===== config.mk =====
export PLATFORM = sky130hd
export DESIGN_NAME = discrete_audio_top
export DESIGN_NICKNAME = d
export VERILOG_FILES = /design/src/source/discrete_audio_pkg.sv /design/src/source/sample_rate_enable.sv /design/src/source/rc_low_pass_filter.sv /design/src/source/rc_high_pass_filter.sv /design/src/source/audio_mixer.sv /design/src/source/discrete_audio_top.sv
export SDC_FILE = /design/constraint.sdc
export NUM_CORES = 1
export LEC_CHECK = 0
export ABC_AREA = 1
export BUFFER_PORTS_ARGS = -buffer_cell sky130_fd_sc_hd__buf_2
export CAP_MARGIN = 30
export CELL_PAD_IN_SITES_DETAIL_PLACEMENT = 0
export CELL_PAD_IN_SITES_GLOBAL_PLACEMENT = 1
export CORE_UTILIZATION = 53
export CTS_CLUSTER_SIZE = 14
export DETAILED_ROUTE_END_ITERATION = 7
export GPL_ROUTABILITY_DRIVEN = 0
export PLACE_DENSITY_LB_ADDON = 0.3
export SLEW_MARGIN = 25
export SYNTH_ARGS = -nofsm -noshare
export SYNTH_HDL_FRONTEND = slang
export SYNTH_SLANG_ARGS = --single-unit

===== constraint.sdc =====
create_clock -name clk -period 18.19 [get_ports clk]
set_input_delay 2.7285 -clock clk [delete_from_list [all_inputs] [get_ports clk]]
set_output_delay 2.7285 -clock clk [all_outputs]
set_load 0.005 [all_outputs]

===== src/source/discrete_audio_pkg.sv =====
/*
 * Discrete audio board shared definitions.
 * Sample and coefficient types, fixed-point widths, the filter sequencer
 * states and the RC coefficient and saturation helpers.
 */
package discrete_audio_pkg;

    localparam int SAMPLE_WIDTH = 16;
    typedef logic signed [SAMPLE_WIDTH-1:0] sample_t;

    localparam sample_t SAMPLE_MAX = sample_t'(2 ** (SAMPLE_WIDTH - 1) - 1);
    localparam sample_t SAMPLE_MIN = sample_t'(-(2 ** (SAMPLE_WIDTH - 1)));

    // unsigned fraction, one extra integer bit so 1.0 fits
    localparam int COEF_FRAC_BITS = 16;
    typedef logic [COEF_FRAC_BITS:0] coef_t;

    // 256 is unity gain
    localparam int GAIN_FRAC_BITS = 8;

    typedef enum logic {
        FILTER_IDLE,
        FILTER_STEP
    } filter_state_t;

    localparam longint PICO_SCALE = 64'sd1_000_000_000_000;

    // alpha = dt / (RC + dt) with dt = 1 / (sample_rate * oversample), C in pF
    function automatic coef_t rc_alpha(
        input longint r,
        input longint c_pf,
        input longint sample_rate,
        input longint oversample
    );
        longint numer;
        longint denom;
        numer = (longint'(1) <<< COEF_FRAC_BITS) * PICO_SCALE;
        denom = PICO_SCALE + r * c_pf * sample_rate * oversample;
        return coef_t'(numer / denom);
    endfunction

    // clamp a wide signed value into the sample range
    function automatic sample_t saturate_sample(input logic signed [63:0] value);
        if (value > SAMPLE_MAX) begin
            return SAMPLE_MAX;
        end else if (value < SAMPLE_MIN) begin
            return SAMPLE_MIN;
        end
        return sample_t'(value);
    endfunction

endpackage


===== src/source/sample_rate_enable.sv =====
/*
 * Audio sample strobe generator.
 * Divides the system clock down to a one-cycle enable at the sample rate.
 */
`timescale 1ns/100ps

module sample_rate_enable #(
    parameter int CLOCK_RATE  = 50000000,
    parameter int SAMPLE_RATE = 48000
) (
    input  logic clk,
    input  logic reset,
    output logic audio_clk_en
);

    localparam int DIVISOR     = CLOCK_RATE / SAMPLE_RATE;
    localparam int COUNT_WIDTH = $clog2(DIVISOR);

    logic [COUNT_WIDTH-1:0] count;

    // down-counter, strobe fires on the reload cycle
    always_ff @(posedge clk) begin
        if (reset) begin
            count        <= COUNT_WIDTH'(DIVISOR - 1);
            audio_clk_en <= 1'b0;
        end else if (count == '0) begin
            count        <= COUNT_WIDTH'(DIVISOR - 1);
            audio_clk_en <= 1'b1;
        end else begin
            count        <= count - 1'b1;
            audio_clk_en <= 1'b0;
        end
    end

endmodule


===== src/source/rc_low_pass_filter.sv =====
/*
 * RC low-pass stage.
 * Series resistor into a grounded capacitor, output is the capacitor voltage.
 * The first-order update runs OVERSAMPLE times per audio sample.
 */
`timescale 1ns/100ps

module rc_low_pass_filter #(
    parameter int SAMPLE_RATE = 48000,
    parameter int OVERSAMPLE  = 8,
    parameter int R           = 47000,
    parameter int C_PF        = 47000
) (
    input  logic                        clk,
    input  logic                        reset,
    input  logic                        audio_clk_en,
    input  discrete_audio_pkg::sample_t sample_in,
    output discrete_audio_pkg::sample_t filtered
);

    import discrete_audio_pkg::*;

    localparam coef_t ALPHA      = rc_alpha(R, C_PF, SAMPLE_RATE, OVERSAMPLE);
    localparam int    STEP_WIDTH = $clog2(OVERSAMPLE + 1);
    // 17-bit difference times 18-bit signed coefficient
    localparam int    PROD_WIDTH = SAMPLE_WIDTH + COEF_FRAC_BITS + 3;

    filter_state_t                 state;
    logic [STEP_WIDTH-1:0]         step_count;
    sample_t                       y;
    sample_t                       x_hold;
    logic signed [SAMPLE_WIDTH:0]  diff;
    logic signed [PROD_WIDTH-1:0]  product;
    logic signed [PROD_WIDTH-1:0]  y_sum;
    sample_t                       y_next;

    // y += alpha * (x - y)
    always_comb begin
        diff    = x_hold - y;
        product = $signed({1'b0, ALPHA}) * diff;
        y_sum   = y + (product >>> COEF_FRAC_BITS);
        // alpha <= 1 keeps the result between y and x, no clamp needed
        y_next  = sample_t'(y_sum);
    end

    // sequencer: publish the state on the strobe, then run the sub-steps
    always_ff @(posedge clk) begin
        if (reset) begin
            state      <= FILTER_IDLE;
            step_count <= '0;
            y          <= '0;
            filtered   <= '0;
        end else if (audio_clk_en) begin
            filtered   <= y;
            state      <= FILTER_STEP;
            step_count <= '0;
        end else if (state == FILTER_STEP) begin
            y          <= y_next;
            step_count <= step_count + 1'b1;
            if (step_count == STEP_WIDTH'(OVERSAMPLE - 1)) begin
                state <= FILTER_IDLE;
            end
        end
    end

    // input held for the whole sample period
    always_ff @(posedge clk) begin
        if (audio_clk_en) begin
            x_hold <= sample_in;
        end
    end

endmodule


===== src/source/rc_high_pass_filter.sv =====
/*
 * RC high-pass stage.
 * Series coupling capacitor with a resistor to ground.
 * The first-order update runs OVERSAMPLE times per audio sample and
 * saturates to the sample range.
 */
`timescale 1ns/100ps

module rc_high_pass_filter #(
    parameter int SAMPLE_RATE = 48000,
    parameter int OVERSAMPLE  = 8,
    parameter int R           = 10000,
    parameter int C_PF        = 100000
) (
    input  logic                        clk,
    input  logic                        reset,
    input  logic                        audio_clk_en,
    input  discrete_audio_pkg::sample_t sample_in,
    output discrete_audio_pkg::sample_t filtered
);

    import discrete_audio_pkg::*;

    localparam coef_t BETA =
        coef_t'((1 << COEF_FRAC_BITS) - rc_alpha(R, C_PF, SAMPLE_RATE, OVERSAMPLE));
    localparam int STEP_WIDTH = $clog2(OVERSAMPLE + 1);
    // y + x - x_prev needs two guard bits
    localparam int SUM_WIDTH  = SAMPLE_WIDTH + 2;
    localparam int PROD_WIDTH = SUM_WIDTH + COEF_FRAC_BITS + 2;

    filter_state_t                 state;
    logic [STEP_WIDTH-1:0]         step_count;
    sample_t                       y;
    sample_t                       x_hold;
    sample_t                       x_prev;
    logic signed [SUM_WIDTH-1:0]   delta_sum;
    logic signed [PROD_WIDTH-1:0]  product;
    logic signed [PROD_WIDTH-1:0]  scaled;
    sample_t                       y_next;

    // y = beta * (y + x - x_prev)
    always_comb begin
        delta_sum = y + x_hold - x_prev;
        product   = $signed({1'b0, BETA}) * delta_sum;
        scaled    = product >>> COEF_FRAC_BITS;
        y_next    = saturate_sample(scaled);
    end

    always_ff @(posedge clk) begin
        if (reset) begin
            state      <= FILTER_IDLE;
            step_count <= '0;
            y          <= '0;
            x_prev     <= '0;
            filtered   <= '0;
        end else if (audio_clk_en) begin
            filtered   <= y;
            state      <= FILTER_STEP;
            step_count <= '0;
        end else if (state == FILTER_STEP) begin
            y          <= y_next;
            // only the first sub-step of a sample sees an input edge
            x_prev     <= x_hold;
            step_count <= step_count + 1'b1;
            if (step_count == STEP_WIDTH'(OVERSAMPLE - 1)) begin
                state <= FILTER_IDLE;
            end
        end
    end

    always_ff @(posedge clk) begin
        if (audio_clk_en) begin
            x_hold <= sample_in;
        end
    end

endmodule


===== src/source/audio_mixer.sv =====
/*
 * Saturating two-input audio mixer.
 * Weights the low-pass and high-pass samples by Q8 gains, sums,
 * clamps to 16 bits and registers the result with a valid pulse.
 */
`timescale 1ns/100ps

module audio_mixer #(
    parameter int LP_GAIN = 192,
    parameter int HP_GAIN = 128
) (
    input  logic                        clk,
    input  logic                        reset,
    input  logic                        audio_clk_en,
    input  discrete_audio_pkg::sample_t lp_sample,
    input  discrete_audio_pkg::sample_t hp_sample,
    output discrete_audio_pkg::sample_t audio_out,
    output logic                        audio_valid
);

    import discrete_audio_pkg::*;

    localparam int GAIN_WIDTH = SAMPLE_WIDTH + 1;
    localparam int ACC_WIDTH  = SAMPLE_WIDTH + GAIN_WIDTH + 1;

    localparam logic signed [GAIN_WIDTH-1:0] LP_GAIN_S = GAIN_WIDTH'(LP_GAIN);
    localparam logic signed [GAIN_WIDTH-1:0] HP_GAIN_S = GAIN_WIDTH'(HP_GAIN);

    logic                        strobe_d;
    logic signed [ACC_WIDTH-1:0] acc;
    logic signed [ACC_WIDTH-1:0] scaled;

    always_comb begin
        acc    = lp_sample * LP_GAIN_S + hp_sample * HP_GAIN_S;
        scaled = acc >>> GAIN_FRAC_BITS;
    end

    // filter outputs change on the strobe edge, so sample them one clock later
    always_ff @(posedge clk) begin
        if (reset) begin
            strobe_d    <= 1'b0;
            audio_valid <= 1'b0;
            audio_out   <= '0;
        end else begin
            strobe_d    <= audio_clk_en;
            audio_valid <= strobe_d;
            if (strobe_d) begin
                audio_out <= saturate_sample(scaled);
            end
        end
    end

endmodule


===== src/source/discrete_audio_top.sv =====
/*
 * Discrete audio board top level.
 * Voice a through an RC low-pass, voice b through an RC high-pass,
 * both mixed into one sample per audio sample period.
 */
`timescale 1ns/100ps

module discrete_audio_top #(
    parameter int CLOCK_RATE  = 50000000,
    parameter int SAMPLE_RATE = 48000,
    parameter int OVERSAMPLE  = 8,
    parameter int LP_R        = 47000,
    parameter int LP_C_PF     = 47000,
    parameter int HP_R        = 10000,
    parameter int HP_C_PF     = 100000,
    parameter int LP_GAIN     = 192,
    parameter int HP_GAIN     = 128
) (
    input  logic                        clk,
    input  logic                        reset,
    input  discrete_audio_pkg::sample_t voice_a,
    input  discrete_audio_pkg::sample_t voice_b,
    output discrete_audio_pkg::sample_t audio_out,
    output logic                        audio_valid
);

    import discrete_audio_pkg::*;

    logic    audio_clk_en;
    sample_t lp_filtered;
    sample_t hp_filtered;

    // board-wide audio sample clock
    sample_rate_enable #(
        .CLOCK_RATE  (CLOCK_RATE),
        .SAMPLE_RATE (SAMPLE_RATE)
    ) u_rate_enable (
        .clk          (clk),
        .reset        (reset),
        .audio_clk_en (audio_clk_en)
    );

    rc_low_pass_filter #(
        .SAMPLE_RATE (SAMPLE_RATE),
        .OVERSAMPLE  (OVERSAMPLE),
        .R           (LP_R),
        .C_PF        (LP_C_PF)
    ) u_lp_filter (
        .clk          (clk),
        .reset        (reset),
        .audio_clk_en (audio_clk_en),
        .sample_in    (voice_a),
        .filtered     (lp_filtered)
    );

    rc_high_pass_filter #(
        .SAMPLE_RATE (SAMPLE_RATE),
        .OVERSAMPLE  (OVERSAMPLE),
        .R           (HP_R),
        .C_PF        (HP_C_PF)
    ) u_hp_filter (
        .clk          (clk),
        .reset        (reset),
        .audio_clk_en (audio_clk_en),
        .sample_in    (voice_b),
        .filtered     (hp_filtered)
    );

    audio_mixer #(
        .LP_GAIN (LP_GAIN),
        .HP_GAIN (HP_GAIN)
    ) u_mixer (
        .clk          (clk),
        .reset        (reset),
        .audio_clk_en (audio_clk_en),
        .lp_sample    (lp_filtered),
        .hp_sample    (hp_filtered),
        .audio_out    (audio_out),
        .audio_valid  (audio_valid)
    );

endmodule


-- Word-level counts from Yosys, hierarchy flattened
Index checks and enable logic that the tools add are counted.
W data, S select, Z words.
- $add $sub $neg: 8
- multiply operators: 3
- divide/modulo/power cells: 0
- $lt $le $gt $ge: 4
- eq/ne operators: 2
- shifts and indexed selects: 0
- muxes and demuxes: 19
- bitwise gates (word level): 1
- reduce and logical (&&, ||, !) cells: 5
- operators with widths (operator ; count):
    $mux W16 ; 6
    $mul A16 B18 Y34 const A ; 1
    $add A25 B23 Y26 ; 1
    $gt A26 B16 Y1 const B ; 1
    $lt A26 B16 Y1 const B ; 1
    $mul A8 B17 Y25 const A ; 1
    $gt A19 B16 Y1 const B ; 1
    $lt A19 B16 Y1 const B ; 1
    $mul A16 B3 Y19 const B ; 1
    $sub A17 B16 Y18 ; 1
    $add A16 B16 Y17 ; 1
    $sub A16 B16 Y17 ; 1
    $add A16 B9 Y16 ; 1
    $mux W1 ; 13
    $logic_not A11 Y1 ; 1
    $sub A11 B1 Y11 const B ; 1
    $add A4 B1 Y4 const B ; 2
    $eq A4 B3 Y1 const B ; 2
    $reduce_and A2 Y1 ; 2
    $reduce_or A2 Y1 ; 2
    $not A1 Y1 ; 1
- flip-flop bits (word level): 152
- latch bits: 0
- RAM bits: 0
- bits in read-only memories: 0
- bits of input ports: 34
- word-level logic and storage cells: 58
- memories kept: 0

-- Logic depth before layout (Yosys ltp)
- depth in word-level cells: 8
- depth in mapped cells: 47

-- By module
A second synthesis with hierarchy kept.
- cells, all modules: 2610
- area, all modules: 20185.6 µm²
- modules (own cells, without submodules) (module ; instances ; cells each ; area an instance (µm²)):
    rc_high_pass_filter ; 1 ; 1400 ; 11247.0
    rc_low_pass_filter ; 1 ; 732 ; 5615.4
    audio_mixer ; 1 ; 400 ; 2752.6
    sample_rate_enable ; 1 ; 78 ; 570.5

-- Worst setup path before layout
OpenSTA, ideal clock, no wires.
- path kind: register -> register
- from: reg u_hp_filter.x_hold[4]
- to: reg u_hp_filter.y[10]
- setup time: 0.122 ns
- arrival time: 7.605 ns
- slack: 10.463 ns
- cell stages (with the launch flop): 39
- path buffers: 1
- clock period less this slack: 7.727 ns
- path through: edfxtp_1 > inv_1 > fa_1 > inv_1 > ha_1 > a21oi_1 > nand2_1 > nand2_1 > nand3_2 > nand2_1 > nand2_1 > inv_1 > o31ai_1 > xnor2_1 > inv_1 > fa_1 > inv_1 > fa_1 > [3 not listed] > fa_1 > inv_1 > fa_1 > inv_1 > ha_1 > nand2_1 > inv_1 > nand2_1 > nor3_1 > and2_1 > nand2_2 > nand2_1 > nand2_1 > nand2_1 > nand3_1 > a21oi_4 > buf_6 > a21oi_2
- longest elaborated chain between the ends: 7
- ends and longest elaborated chain (item ; RTL line ; RTL):
    start, declared ; rc_high_pass_filter.sv:34 ; sample_t x_hold;
    start signal, assigned ; rc_high_pass_filter.sv:73 ; x_hold <= sample_in;
    $add A16 B16 Y17 (*) ; rc_high_pass_filter.sv:43 ; delta_sum = y + x_hold - x_prev;
    $sub A17 B16 Y18 (*) ; rc_high_pass_filter.sv:43 ;
    $mul A16 B18 Y34 (*) ; rc_high_pass_filter.sv:44 ; product = $signed({1'b0, BETA}) * delta_sum;
    $lt A19 B16 Y1 ; discrete_audio_pkg.sv:46 ; end else if (value < SAMPLE_MIN) begin
    $mux W1 ; discrete_audio_pkg.sv:46 ;
    $mux W1 ; discrete_audio_pkg.sv:44 ; if (value > SAMPLE_MAX) begin
    $mux W16 (*) ; discrete_audio_pkg.sv:49 ; return sample_t'(value);
    end signal, assigned ; rc_high_pass_filter.sv:61 ; y <= y_next;
    end, declared ; rc_high_pass_filter.sv:33 ; sample_t y;
Every way passes the cells marked *; elsewhere a longest branch is shown, timed or not.
A chain may end at the register's enable or synchronous reset.

-- Worst setup path after layout
- from: reg u_hp_filter.x_hold[5]
- to: reg u_hp_filter.y[4]
The elaborated chain is that of the path after synthesis.

==> summary.md <==
| Metric | Value |
|---|---|
| Die Area | `38100 um^2` |
| Area of the multi-input gates | `13900 um^2` |
| Worst-Skew Late Latency | `0.43 ns` |
| Via density per instance | `5.15` |
| Crit path max fanout | `15` |
| Antenna violations before repair | `0` |
| CP startpoint kind | `flip-flop` |
| Clk root buf | `clkbuf_16` |
| Overall Power | `3.42 mW` |
| Clock power share | `10.7%` |
| Critical Path AT | `8.94 ns` |
| Fin nets | `3137` |
| Filler cell count | `3420` |
| Final Hold Viols | `0` |
| Post-synthesis cell count | `2569` |
| DRC viols | `0` |
| Synth top area share | `19.3%` |
| Initial core utilization | `53.9%` |
| Die Span Y | `195 um` |
| Status | `finished clean` |
| Routed vias | `15900` |
| Crit path top cell by count | `nand2_1` |
| CP Capture Type | `flip-flop` |
| Cts hold-fix bufs | `0` |
| HPWL after DPL | `40.7 mm` |
| CTS clk-pin slew, worst paths | `0.07 ns` |
| Most frequent cells in the layout | `631 x inv_1, 445 x nand2_1, 297 x ha_1, 191 x fa_1, 176 x a21oi_1` |
| Worst Max-Slew Pin Slew | `0.882 ns` |
| CTS tree | `yes` |
| H-tree levels | `4` |
| Final Max Tran Viols | `0` |
| GR Util All Layers | `26.0%` |
| Critical Path Slowest Stage Cell | `fa_1` |
| Min Tclk post-route | `8.65 ns` |
| Max clock buf depth | `2` |
| Maximum VDD drop | `0.186 mV` |
| Inserted Diodes | `0` |
| Flop pwr share | `10.3%` |
| First-pass GRT wire length | `79.2 mm` |
| Max Freq | `116 MHz` |
| Post-CTS sizing | `0` |
| DR WL/cell | `15.4 um` |
| Sequential cell area | `3360 um^2` |
| Core area | `36700 um^2` |
| Leak | `11.5 nW` |
| CP required | `18.48 ns` |
| Pwr Density | `161 nW/um^2` |
| Grt total ovfl | `0` |
| FF+latch count, synth | `152` |
| Detailed Route WL | `47.8 mm` |
| Final setup fails | `0` |
| Synth cell types | `53` |
| Hold Path Class | `flip-flop to flip-flop` |
| Crit share post-route | `47.5%` |
| Top cells by area, synth | `fa_1 19%, ha_1 19%, dfxtp_1 12%` |
| Average size of a mapped cell | `7.70 um^2` |
| Via count of the first global-routing pass | `16100` |
| P_int | `1.46 mW` |
| Max Cap Violations | `0` |
| Initial drt markers | `715` |
| NetSw | `1.96 mW` |
| Fraction of layout cells with a size suffix above 1 | `5.63%` |
| Ys async rst share | `0%` |
| Critical path class | `flip-flop to flip-flop` |
| Synth Warn # | `0` |
| Setup tns final | `0 ns` |
| Register area share after synthesis | `17.0%` |
| Die Wd | `195 um` |
| Largest stage delay, worst path | `0.70 ns` |
| Number of flops mapped to enable cells by yosys | `32` |
| Final ANT Viol Nets | `0` |
| Commonest non-fill, non-tap cell in the layout | `inv_1` |
| Row Count | `70` |
| I/O pin count | `51` |
| Buffers on Ports | `50` |
| Post-Syn Area | `19800 um^2` |
| Largest area contributor in the netlist | `fa_1` |
| RSZ-0062 raised after global routing | `false` |
| Sink Count | `152` |
| Skew final | `0.00883 ns` |
| Post-Syn Nets | `3091` |
| Setup bufs post-CTS | `0` |
| Part of the power in combinational logic | `79.1%` |
| Largest net degree at the start of global routing | `76` |
| Max_slew headroom | `41.1%` |
| 1st-pass router iterations | `5` |
| Top_reg_cell synth | `dfxtp_1` |
| Area grow syn2layout | `7.04%` |
| Net Sw Frac | `57.4%` |
| Cts bufs inserted | `17` |
per-stage QoR:
step	worst slack (ns)	hold slack, ns	utilization (%)	instances	area [um^2]
6_report	9.54	0.455	57.7	3096	21200
5_1_grt	8.81	0.484	57.7	3096	21200
4_1_cts	9.21	0.459	57.6	3093	21100
3_5_place_dp	9.22	0.449	56.0	3061	20500
3_3_place_gp	9.33	0.438	56.0	3061	20500
2_1_floorplan	10.46	0.423	-	2569	19800
layout make-up:
class | instances | share of cell area, %
inverters | 634 | 11.2
well taps | 468 | 2.76
clock buffers | 18 | 2.07
multi-input cells | 1751 | 65.7
repair buffers | 59 | 1.62
clock inverters | 14 | 0.768
flip-flops and latches | 152 | 15.9
final timing paths:
path / slack [ns] / end / depth (start not counted) / startpoint
hold / removal: 0.45 / u_rate_enable.count[10]$_SDFF_PP1_ / 2 / u_rate_enable.count[10]$_SDFF_PP1_
setup reg to reg: 9.54 / u_hp_filter.y[4]$_SDFFE_PP0P_ / 32 / u_hp_filter.x_hold[5]$_DFFE_PP_
hold reg to reg: 0.45 / u_rate_enable.count[10]$_SDFF_PP1_ / 2 / u_rate_enable.count[10]$_SDFF_PP1_
setup / recovery: 9.54 / u_hp_filter.y[4]$_SDFFE_PP0P_ / 32 / u_hp_filter.x_hold[5]$_DFFE_PP_
worst max-delay path: cells and delay by family, from the launching register on:
family | cells | cell delay (ns)
and+or+nand+nor | 10 | 1.22
xor gates and xnor gates | 2 | 0.48
DFF | 1 | 0.32
adders and majority gates | 9 | 4.29
buffers and inverters | 5 | 0.52
AOI/OAI and AO/OA | 6 | 1.67
layer usage:
layer | GRT usage, % | wire, um
met3 | 2.44 | 1350
met1 | 33.3 | 21800
met5 | 0 | 0
met4 | 7.87 | 1210
met2 | 46.2 | 23400
cells in the mapped netlist, types with 6 or more instances:
master / count
o21ai_0: 132
nand4_1: 12
a21o_1: 20
o21bai_1: 14
a21oi_1: 176
xor2_1: 69
nand2_1: 445
o31ai_1: 6
a31oi_1: 6
a21oi_2: 12
fa_1: 191
inv_1: 632
nor2_1: 126
nor3_1: 24
clkbuf_1: 26
nand2_2: 15
nand3_1: 111
dfxtp_1: 120
ha_1: 297
edfxtp_1: 32
xnor2_1: 36
power by group through the flow:
stage	registers, mW	clock network [mW]	logic [mW]
3_5_place_dp	0.358	0	2.69
4_1_cts	0.350	0.372	2.71
3_3_place_gp	0.358	0	2.68
2_1_floorplan	0.357	0	2.00
6_report	0.350	0.365	2.70
5_1_grt	0.351	0.384	3.04
kinds of logic after synthesis:
group,Yosys count,share of synthesized area (%)
DFF,152,17.0
xor gates and xnor gates,106,4.73
buffers and inverters,666,12.7
adders and majority gates,488,38.1
and+or+nand+nor,763,16.3
AOI/OAI and AO/OA,394,11.1
flip-flops by register name (all words and copies together), names as in the netlist, 4 cells and up:
name	flops
u_hp_filter.filtered	16
u_hp_filter.step_count	4
u_hp_filter.x_hold	16
u_hp_filter.x_prev	16
u_hp_filter.y	16
u_lp_filter.filtered	16
u_lp_filter.step_count	4
u_lp_filter.x_hold	16
u_lp_filter.y	16
u_mixer.audio_out	16
u_rate_enable.count	11
Note: power is estimated with default switching activity, not from simulation.
